File: config.mk
export PLATFORM = sky130hd
export DESIGN_NAME = decode_stage
export DESIGN_NICKNAME = d
export VERILOG_FILES = /design/src/verilog/rv_pkg.sv /design/src/verilog/instr_decoder.sv /design/src/verilog/reg_file.sv /design/src/verilog/issue_reg.sv /design/src/verilog/decode_stage.sv
export SDC_FILE = /design/constraint.sdc
export NUM_CORES = 2
export LEC_CHECK = 0
export BUFFER_PORTS_ARGS = -buffer_cell sky130_fd_sc_hd__buf_2
export CORE_ASPECT_RATIO = 1.75
export CORE_UTILIZATION = 40
export DETAILED_ROUTE_END_ITERATION = 7
export MAX_ROUTING_LAYER = met4
export SLEW_MARGIN = 20
export SYNTH_ARGS = -nofsm -noshare
export SYNTH_HDL_FRONTEND = slang
export SYNTH_SLANG_ARGS = --single-unit
File: constraint.sdc
create_clock -name clk -period 10 [get_ports clk]
set_input_delay 0.5 -clock clk [delete_from_list [all_inputs] [get_ports clk]]
set_output_delay 0.5 -clock clk [all_outputs]
set_load 0.05 [all_outputs]
File: src/verilog/rv_pkg.sv
// rv32i decode types: widths, opcode constants, alu op and operand source enums
`default_nettype none

package rv_pkg;

    // widths fixed by the isa
    localparam int XLEN     = 32;
    localparam int REG_AW   = 5;
    localparam int NUM_REGS = 32;

    typedef logic [XLEN-1:0]   word_t;
    typedef logic [REG_AW-1:0] reg_addr_t;
    typedef logic [2:0]        funct3_t;
    typedef logic [6:0]        funct7_t;
    typedef logic [6:0]        opcode_t;

    // major opcodes handled by decode
    localparam opcode_t OPC_OP     = 7'b0110011;
    localparam opcode_t OPC_OP_IMM = 7'b0010011;
    localparam opcode_t OPC_LUI    = 7'b0110111;
    localparam opcode_t OPC_AUIPC  = 7'b0010111;
    localparam opcode_t OPC_LOAD   = 7'b0000011;
    localparam opcode_t OPC_STORE  = 7'b0100011;
    localparam opcode_t OPC_BRANCH = 7'b1100011;

    // funct3 of the immediate shifts, which carry a shamt instead of imm[11:0]
    localparam funct3_t F3_SLLI      = 3'b001;
    localparam funct3_t F3_SRLI_SRAI = 3'b101;

    // what execute does with the operands
    typedef enum logic [2:0] {
        ALU_ADDR   = 3'b000,
        ALU_BRANCH = 3'b001,
        ALU_REG    = 3'b010,
        ALU_IMM    = 3'b011,
        ALU_LUI    = 3'b100,
        ALU_AUIPC  = 3'b101
    } alu_op_t;

    // second operand source
    typedef enum logic [1:0] {
        SRC_REG = 2'b00,
        SRC_IMM = 2'b01,
        SRC_PC  = 2'b10
    } alu_src_t;

endpackage

`default_nettype wire

File: src/verilog/instr_decoder.sv
// combinational rv32i instruction decoder: fields, immediates, control, source use
`timescale 1ns/1ps
`default_nettype none

module instr_decoder (
    input  rv_pkg::word_t     instr,
    output rv_pkg::reg_addr_t rs1,
    output rv_pkg::reg_addr_t rs2,
    output rv_pkg::reg_addr_t rd,
    output rv_pkg::funct3_t   funct3,
    output rv_pkg::funct7_t   funct7,
    output rv_pkg::word_t     imm,
    output rv_pkg::alu_op_t   alu_op,
    output rv_pkg::alu_src_t  alu_src,
    output logic              mem_read,
    output logic              mem_write,
    output logic              mem_to_reg,
    output logic              reg_write,
    output logic              uses_rs1,
    output logic              uses_rs2,
    output logic              illegal
);
    import rv_pkg::*;

    opcode_t opcode;
    word_t   imm_i;
    word_t   imm_s;
    word_t   imm_b;
    word_t   imm_u;
    word_t   imm_sh;

    // raw fields, passed on whatever the format
    assign opcode = instr[6:0];
    assign rd     = instr[11:7];
    assign funct3 = instr[14:12];
    assign rs1    = instr[19:15];
    assign rs2    = instr[24:20];
    assign funct7 = instr[31:25];

    // immediate formats, all sign extended from bit 31
    assign imm_i  = {{20{instr[31]}}, instr[31:20]};
    assign imm_s  = {{20{instr[31]}}, instr[31:25], instr[11:7]};
    // b-type: bit 0 implied zero, bits 11 and 12 swapped around
    assign imm_b  = {{19{instr[31]}}, instr[31], instr[7], instr[30:25], instr[11:8], 1'b0};
    assign imm_u  = {instr[31:12], 12'b0};
    // shift amount only; srai/srli selected by funct7
    assign imm_sh = {27'b0, instr[24:20]};

    always_comb
    begin
        // defaults describe an instruction that does nothing
        imm        = '0;
        alu_op     = ALU_ADDR;
        alu_src    = SRC_REG;
        mem_read   = 1'b0;
        mem_write  = 1'b0;
        mem_to_reg = 1'b0;
        reg_write  = 1'b0;
        uses_rs1   = 1'b0;
        uses_rs2   = 1'b0;
        illegal    = 1'b0;

        case (opcode)
            OPC_OP:
            begin
                alu_op    = ALU_REG;
                reg_write = 1'b1;
                uses_rs1  = 1'b1;
                uses_rs2  = 1'b1;
            end
            OPC_OP_IMM:
            begin
                // slli/srli/srai take the shamt, the rest the i immediate
                if (funct3 == F3_SLLI || funct3 == F3_SRLI_SRAI)
                    imm = imm_sh;
                else
                    imm = imm_i;
                alu_op    = ALU_IMM;
                alu_src   = SRC_IMM;
                reg_write = 1'b1;
                uses_rs1  = 1'b1;
            end
            OPC_LUI:
            begin
                imm       = imm_u;
                alu_op    = ALU_LUI;
                alu_src   = SRC_IMM;
                reg_write = 1'b1;
            end
            OPC_AUIPC:
            begin
                imm       = imm_u;
                alu_op    = ALU_AUIPC;
                alu_src   = SRC_PC;
                reg_write = 1'b1;
            end
            OPC_LOAD:
            begin
                imm        = imm_i;
                alu_src    = SRC_IMM;
                mem_read   = 1'b1;
                mem_to_reg = 1'b1;
                reg_write  = 1'b1;
                uses_rs1   = 1'b1;
            end
            OPC_STORE:
            begin
                imm       = imm_s;
                alu_src   = SRC_IMM;
                mem_write = 1'b1;
                uses_rs1  = 1'b1;
                uses_rs2  = 1'b1;
            end
            OPC_BRANCH:
            begin
                // compare rs1 against rs2, target from pc plus imm
                imm      = imm_b;
                alu_op   = ALU_BRANCH;
                uses_rs1 = 1'b1;
                uses_rs2 = 1'b1;
            end
            default:
            begin
                // jal, jalr, fence, system and anything unknown
                illegal = 1'b1;
            end
        endcase
    end

endmodule

`default_nettype wire

File: src/verilog/reg_file.sv
// 32x32 register file, two read ports, one write port, same-cycle write bypass
`timescale 1ns/1ps
`default_nettype none

module reg_file (
    input  logic              clk,
    input  logic              rst_n,
    input  rv_pkg::reg_addr_t rs1,
    input  rv_pkg::reg_addr_t rs2,
    output rv_pkg::word_t     rs1_data,
    output rv_pkg::word_t     rs2_data,
    input  logic              wb_en,
    input  rv_pkg::reg_addr_t wb_rd,
    input  rv_pkg::word_t     wb_data
);
    import rv_pkg::*;

    // x0 has no storage
    word_t regs [1:NUM_REGS-1];
    logic  wr_ok;

    // writes to x0 are dropped
    assign wr_ok = wb_en && (wb_rd != '0);

    always_ff @(posedge clk or negedge rst_n)
    begin
        if (!rst_n)
        begin
            for (int i = 1; i < NUM_REGS; i++)
                regs[i] <= '0;
        end
        else if (wr_ok)
        begin
            regs[wb_rd] <= wb_data;
        end
    end

    // read ports, write-through when the same register lands this edge
    assign rs1_data = (rs1 == '0)               ? '0      :
                      (wr_ok && wb_rd == rs1)   ? wb_data : regs[rs1];
    assign rs2_data = (rs2 == '0)               ? '0      :
                      (wr_ok && wb_rd == rs2)   ? wb_data : regs[rs2];

endmodule

`default_nettype wire

File: src/verilog/issue_reg.sv
// id/ex pipeline register with raw hazard detection, stall and bubble insertion
`timescale 1ns/1ps
`default_nettype none

module issue_reg (
    input  logic              clk,
    input  logic              rst_n,
    input  logic              id_valid,
    input  rv_pkg::word_t     id_pc,
    input  rv_pkg::reg_addr_t rs1,
    input  rv_pkg::reg_addr_t rs2,
    input  rv_pkg::reg_addr_t rd,
    input  rv_pkg::funct3_t   funct3,
    input  rv_pkg::funct7_t   funct7,
    input  rv_pkg::word_t     imm,
    input  rv_pkg::alu_op_t   alu_op,
    input  rv_pkg::alu_src_t  alu_src,
    input  logic              mem_read,
    input  logic              mem_write,
    input  logic              mem_to_reg,
    input  logic              reg_write,
    input  logic              uses_rs1,
    input  logic              uses_rs2,
    input  logic              illegal,
    input  rv_pkg::word_t     rs1_data,
    input  rv_pkg::word_t     rs2_data,
    output logic              stall,
    output logic              ex_valid,
    output rv_pkg::word_t     ex_pc,
    output rv_pkg::reg_addr_t ex_rs1,
    output rv_pkg::reg_addr_t ex_rs2,
    output rv_pkg::reg_addr_t ex_rd,
    output rv_pkg::funct3_t   ex_funct3,
    output rv_pkg::funct7_t   ex_funct7,
    output rv_pkg::word_t     ex_imm,
    output rv_pkg::word_t     ex_rs1_data,
    output rv_pkg::word_t     ex_rs2_data,
    output rv_pkg::alu_op_t   ex_alu_op,
    output rv_pkg::alu_src_t  ex_alu_src,
    output logic              ex_mem_read,
    output logic              ex_mem_write,
    output logic              ex_mem_to_reg,
    output logic              ex_reg_write,
    output logic              ex_illegal
);
    import rv_pkg::*;

    logic ex_writer;
    logic raw_hit;
    logic issue;

    // held instruction will write a real register
    assign ex_writer = ex_valid && ex_reg_write && (ex_rd != '0);
    // only sources the decoder marks as read count
    assign raw_hit   = (uses_rs1 && rs1 == ex_rd) || (uses_rs2 && rs2 == ex_rd);
    assign stall     = id_valid && ex_writer && raw_hit;
    assign issue     = id_valid && !stall;

    // control state, cleared on reset and on a bubble
    always_ff @(posedge clk or negedge rst_n)
    begin
        if (!rst_n)
        begin
            ex_valid      <= 1'b0;
            ex_alu_op     <= ALU_ADDR;
            ex_alu_src    <= SRC_REG;
            ex_mem_read   <= 1'b0;
            ex_mem_write  <= 1'b0;
            ex_mem_to_reg <= 1'b0;
            ex_reg_write  <= 1'b0;
            ex_illegal    <= 1'b0;
        end
        else
        begin
            ex_valid      <= issue;
            ex_alu_op     <= issue ? alu_op : ALU_ADDR;
            ex_alu_src    <= issue ? alu_src : SRC_REG;
            ex_mem_read   <= issue && mem_read;
            ex_mem_write  <= issue && mem_write;
            ex_mem_to_reg <= issue && mem_to_reg;
            ex_reg_write  <= issue && reg_write;
            ex_illegal    <= issue && illegal;
        end
    end

    // payload, only meaningful while ex_valid is high
    always_ff @(posedge clk)
    begin
        if (issue)
        begin
            ex_pc       <= id_pc;
            ex_rs1      <= rs1;
            ex_rs2      <= rs2;
            ex_rd       <= rd;
            ex_funct3   <= funct3;
            ex_funct7   <= funct7;
            ex_imm      <= imm;
            ex_rs1_data <= rs1_data;
            ex_rs2_data <= rs2_data;
        end
    end

endmodule

`default_nettype wire

File: src/verilog/decode_stage.sv
// decode stage top: instruction decoder, register file and id/ex issue register
`timescale 1ns/1ps
`default_nettype none

module decode_stage (
    input  logic              clk,
    input  logic              rst_n,
    input  logic              id_valid,
    input  rv_pkg::word_t     id_instr,
    input  rv_pkg::word_t     id_pc,
    input  logic              wb_en,
    input  rv_pkg::reg_addr_t wb_rd,
    input  rv_pkg::word_t     wb_data,
    output logic              stall,
    output logic              ex_valid,
    output rv_pkg::word_t     ex_pc,
    output rv_pkg::reg_addr_t ex_rs1,
    output rv_pkg::reg_addr_t ex_rs2,
    output rv_pkg::reg_addr_t ex_rd,
    output rv_pkg::funct3_t   ex_funct3,
    output rv_pkg::funct7_t   ex_funct7,
    output rv_pkg::word_t     ex_imm,
    output rv_pkg::word_t     ex_rs1_data,
    output rv_pkg::word_t     ex_rs2_data,
    output rv_pkg::alu_op_t   ex_alu_op,
    output rv_pkg::alu_src_t  ex_alu_src,
    output logic              ex_mem_read,
    output logic              ex_mem_write,
    output logic              ex_mem_to_reg,
    output logic              ex_reg_write,
    output logic              ex_illegal
);
    import rv_pkg::*;

    // decoder outputs
    reg_addr_t rs1;
    reg_addr_t rs2;
    reg_addr_t rd;
    funct3_t   funct3;
    funct7_t   funct7;
    word_t     imm;
    alu_op_t   alu_op;
    alu_src_t  alu_src;
    logic      mem_read;
    logic      mem_write;
    logic      mem_to_reg;
    logic      reg_write;
    logic      uses_rs1;
    logic      uses_rs2;
    logic      illegal;
    // register file read data
    word_t     rs1_data;
    word_t     rs2_data;

    instr_decoder u_instr_decoder (
        .instr      (id_instr),
        .rs1        (rs1),
        .rs2        (rs2),
        .rd         (rd),
        .funct3     (funct3),
        .funct7     (funct7),
        .imm        (imm),
        .alu_op     (alu_op),
        .alu_src    (alu_src),
        .mem_read   (mem_read),
        .mem_write  (mem_write),
        .mem_to_reg (mem_to_reg),
        .reg_write  (reg_write),
        .uses_rs1   (uses_rs1),
        .uses_rs2   (uses_rs2),
        .illegal    (illegal)
    );

    // read addresses come straight from the instruction fields
    reg_file u_reg_file (
        .clk      (clk),
        .rst_n    (rst_n),
        .rs1      (rs1),
        .rs2      (rs2),
        .rs1_data (rs1_data),
        .rs2_data (rs2_data),
        .wb_en    (wb_en),
        .wb_rd    (wb_rd),
        .wb_data  (wb_data)
    );

    issue_reg u_issue_reg (
        .clk           (clk),
        .rst_n         (rst_n),
        .id_valid      (id_valid),
        .id_pc         (id_pc),
        .rs1           (rs1),
        .rs2           (rs2),
        .rd            (rd),
        .funct3        (funct3),
        .funct7        (funct7),
        .imm           (imm),
        .alu_op        (alu_op),
        .alu_src       (alu_src),
        .mem_read      (mem_read),
        .mem_write     (mem_write),
        .mem_to_reg    (mem_to_reg),
        .reg_write     (reg_write),
        .uses_rs1      (uses_rs1),
        .uses_rs2      (uses_rs2),
        .illegal       (illegal),
        .rs1_data      (rs1_data),
        .rs2_data      (rs2_data),
        .stall         (stall),
        .ex_valid      (ex_valid),
        .ex_pc         (ex_pc),
        .ex_rs1        (ex_rs1),
        .ex_rs2        (ex_rs2),
        .ex_rd         (ex_rd),
        .ex_funct3     (ex_funct3),
        .ex_funct7     (ex_funct7),
        .ex_imm        (ex_imm),
        .ex_rs1_data   (ex_rs1_data),
        .ex_rs2_data   (ex_rs2_data),
        .ex_alu_op     (ex_alu_op),
        .ex_alu_src    (ex_alu_src),
        .ex_mem_read   (ex_mem_read),
        .ex_mem_write  (ex_mem_write),
        .ex_mem_to_reg (ex_mem_to_reg),
        .ex_reg_write  (ex_reg_write),
        .ex_illegal    (ex_illegal)
    );

endmodule

`default_nettype wire

==> flow_metrics.py <==
metrics = {
    "run_status": {
        "outcome": "finished clean",
    },
    "cells_and_area": {
        "layout.nets": 4509,
        "finalInstanceArea_um2": 67120,
        "post-route-util_pct": 45.10,
        "drive_gt1_share_pct": 41.55,
        "area_growth_pct": 11.68,
    },
    "cts": {
        "cts_setup_buffers": 0,
        "cts.clk_slew.worst_paths_ns": 0.06,
        "clk_path_buf_depth": 3,
        "cts_sinks": 1155,
        "worstSkewPairLatency_ns": 0.76,
        "cts_tree": "built",
        "htreeDepth": 3,
        "root_buffer": "clkbuf_16",
        "numCtsBuffers": 107,
    },
    "synth": {
        "ys.flop_type": "dfrtp_1",
        "ys_ff_latch": 1155,
        "yosys-top-cells-count": "mux2_2, dfrtp_1, mux2i_1",
        "avgSynthCellArea_um2": 13.88,
        "async_flop_share_pct": 86.75,
        "syn_inst": 4331,
        "synthesis.area_um2": 60100,
        "synth-edff-count": 153,
        "ys_types": 61,
        "syn_nets": 4436,
        "synth_top_area_cell": "dfrtp_1",
        "synth_area_leaders": "dfrtp_1, mux2_2, mux2i_1",
        "ys_seq_area_share_pct": 49.37,
        "yosysMostFrequentCell": "mux2_2",
        "synth_warnings": 0,
        "synth_top_area_share_pct": 41.72,
    },
    "critical_path": {
        "critPathTopFamily": "buffers and inverters",
        "reg2reg_depth": 6,
        "r2r_slack_ns": 6.40,
        "startpoint_type": "primary input",
        "required_ns": 9.50,
        "crit_arrival_ns": 3.20,
        "crit_type": "primary input to output pin",
        "end_kind": "output pin",
        "worst-path-max-fanout": 47,
        "slowest_delay_ns": 0.79,
        "crit_chain": "buf_8 > buf_4 > xnor2_1 > o2111ai_1 > a21oi_1 > and2_1 > buf_2",
        "path_buf_inv": 3,
        "critical_path.slowest_cell": "buf_4",
        "r2r-end": "u_issue_reg.ex_rs1_data[16]",
        "rr_startpoint": "u_issue_reg.ex_rd[3]",
    },
    "routing": {
        "ant_nets": 0,
        "drtIter0Drc": 3931,
        "wl_um": 221800,
        "first_pass_iters": 5,
        "drc": 0,
        "vias": 41702,
        "vias_per_cell": 6.411,
        "wl_per_cell_um": 34.10,
    },
    "sta": {
        "final_hold_viol_count": 0,
        "layout_min_cycle_time_ns": 3.696,
        "slew_headroom_pct": 14.26,
        "tightest_slew_ns": 1.283,
        "slew_viol_final": 0,
        "rsz0062_at_grt": "no",
        "skew_ns": 0.03555,
        "max_freq_ghz": 0.2705,
        "fin_crit_sh_pct": 36.96,
        "fin_tns_setup_ns": 0,
        "setup_viol": 0,
    },
    "power": {
        "seqPwrFrac_pct": 47.0,
        "p_sw_share_pct": 29.12,
        "clock_power_share_pct": 32.9,
        "p_total_w": 0.01327,
        "p_switching_w": 0.003864,
        "power_leakage_nw": 29.59,
        "peakVddDrop_uv": 133.8,
        "p_comb_share_pct": 20.1,
        "power.density_nw_per_um2": 197.7,
        "p_int_w": 0.009402,
    },
    "placement": {
        "place.gp.congestion": 0.8527,
        "post-dp-hpwl_um": 128400,
        "postPlaceCellArea_um2": 62890,
        "io_buffers": 269,
    },
    "global_route": {
        "grt_max_degree": 189,
        "antenna_found_initial": 36,
        "grt-busiest-layer": "met2",
        "met3_usage_pct": 5.040,
        "grt_use_met2_pct": 49.18,
        "met1_usage_pct": 34.56,
        "grt-ovfl-total": 0,
        "grt_pass1_vias": 42400,
        "grt_pass1_wl_um": 314600,
        "grt.total_usage_pct": 29.88,
    },
    "floorplan": {
        "die_y_um": 514.8,
        "core-area_um2": 148800,
        "die_x_um": 295.0,
        "ios": 270,
        "rows": 187,
        "start_util_pct": 40.39,
        "die_area_um2": 151900,
    },
    "worst_hold_path": {
        "hold_class": "primary input to flip-flop",
        "holdPathStages": 1,
        "hp-start": "id_pc[8]",
        "hold_end": "u_issue_reg.ex_pc[8]",
    },
    "flow_run": {
        "drv_cap": 0,
    },
}
-- power groups by stage --
stage | Sequential (W) | Combinational, W | Clock, W
4_1_cts | 0.00622 | 0.00267 | 0.00442
6_report | 0.00624 | 0.00267 | 0.00436
2_1_floorplan | 0.00624 | 0.00185 | 0
3_5_place_dp | 0.00631 | 0.00264 | 0
3_3_place_gp | 0.00627 | 0.00260 | 0
5_1_grt | 0.00634 | 0.00284 | 0.00457
-- cell usage in the layout (no fill, tap or decap), types with 13 or more instances in the layout --
| master | instances |
|---|---|
| a211oi_1 | 15 |
| a21o_1 | 25 |
| a21oi_1 | 158 |
| a221o_1 | 40 |
| a221oi_1 | 138 |
| a22o_1 | 37 |
| a22oi_1 | 157 |
| a32o_1 | 26 |
| buf_2 | 258 |
| buf_4 | 101 |
| clkbuf_1 | 23 |
| clkbuf_16 | 108 |
| clkbuf_8 | 21 |
| clkinv_2 | 22 |
| dfrtp_1 | 1002 |
| diode_2 | 25 |
| dlygate4sd3_1 | 48 |
| edfxtp_1 | 153 |
| mux2_2 | 1073 |
| mux2i_1 | 558 |
| mux4_2 | 183 |
| nand2_1 | 55 |
| nand2_2 | 14 |
| nor2_4 | 17 |
| nor2b_1 | 13 |
| o22ai_1 | 40 |
-- final cells by class --
class                   count  area, um^2
diodes                     25       62.56
clock inverters            49       579.3
fillers                 13488       81690
well taps                1984        2482
flip-flops and latches   1155       29670
repair buffers            420        2773
multi-input cells        2720       28470
clock buffers             152        3078
-- cell families after synthesis --
logic type,count (synthesis),synth area share (%)
mux,1816,36.32
flops,1155,49.37
compound gates,687,8.534
buf+inv,456,3.735
simple gates,197,1.755
xor+xnor,20,0.2915
-- registers in the layout, indices dropped and copies added (netlist names) --
register / cells
u_issue_reg.ex_rs1: 5
u_issue_reg.ex_mem_write: 1
u_issue_reg.ex_valid: 1
u_issue_reg.ex_alu_src: 2
u_issue_reg.ex_funct3: 3
u_issue_reg.ex_imm: 32
u_issue_reg.ex_rs1_data: 32
u_issue_reg.ex_funct7: 7
u_issue_reg.ex_rs2_data: 32
u_issue_reg.ex_illegal: 1
u_issue_reg.ex_mem_read: 1
u_issue_reg.ex_rs2: 5
u_issue_reg.ex_reg_write: 1
u_issue_reg.ex_alu_op: 3
u_issue_reg.ex_rd: 5
u_issue_reg.ex_pc: 32
u_reg_file.regs: 992
-- worst reg2reg max path: stages (launching register included) --
cell and delay [ns]:
edfxtp_1 0.51, or4_1 0.52, o211ai_1 0.19, a21oi_1 0.20, nor2b_4 0.17, buf_4 0.58
buf_4 0.94
-- metal layers --
metal / vias to the layer above / wire length, um
li1: 16872 / -
met1: 22248 / 83920
met2: 1987 / 109900
met3: 595 / 15000
met4: 0 / 12990
met5: - / 0
-- repair_timing --
item                                   4_1_cts  5_1_grt
gates resized for setup                      0        0
endpoints found under the hold margin      127        0
hold buffers                                48        0
-- metrics by stage --
step	setup WS, ns	std cells	hold WS (ns)
final	6.304	6505	0.04685
after global routing	6.131	6501	0.05007
after CTS	6.314	6479	0.02957
after floorplan	0.8174	4331	0.2044
after global placement	5.718	6230	0.4893
after detailed placement	5.663	6230	0.5113
-- worst max-delay path by stage --
stage / slack [ns] / cells after the start / start / endpoint
after floorplan: 0.82 / 5 / u_issue_reg.ex_rd[0] / u_issue_reg.ex_valid
after global placement: 5.72 / 8 / id_instr[16] / u_issue_reg.ex_rs1_data[11]
after detailed placement: 5.66 / 8 / id_instr[16] / u_issue_reg.ex_rs1_data[2]
after CTS: 6.31 / 7 / id_instr[16] / stall
after global routing: 6.13 / 7 / id_instr[16] / stall
final: 6.30 / 7 / id_instr[16] / stall
(Power assumes the default switching activity.)
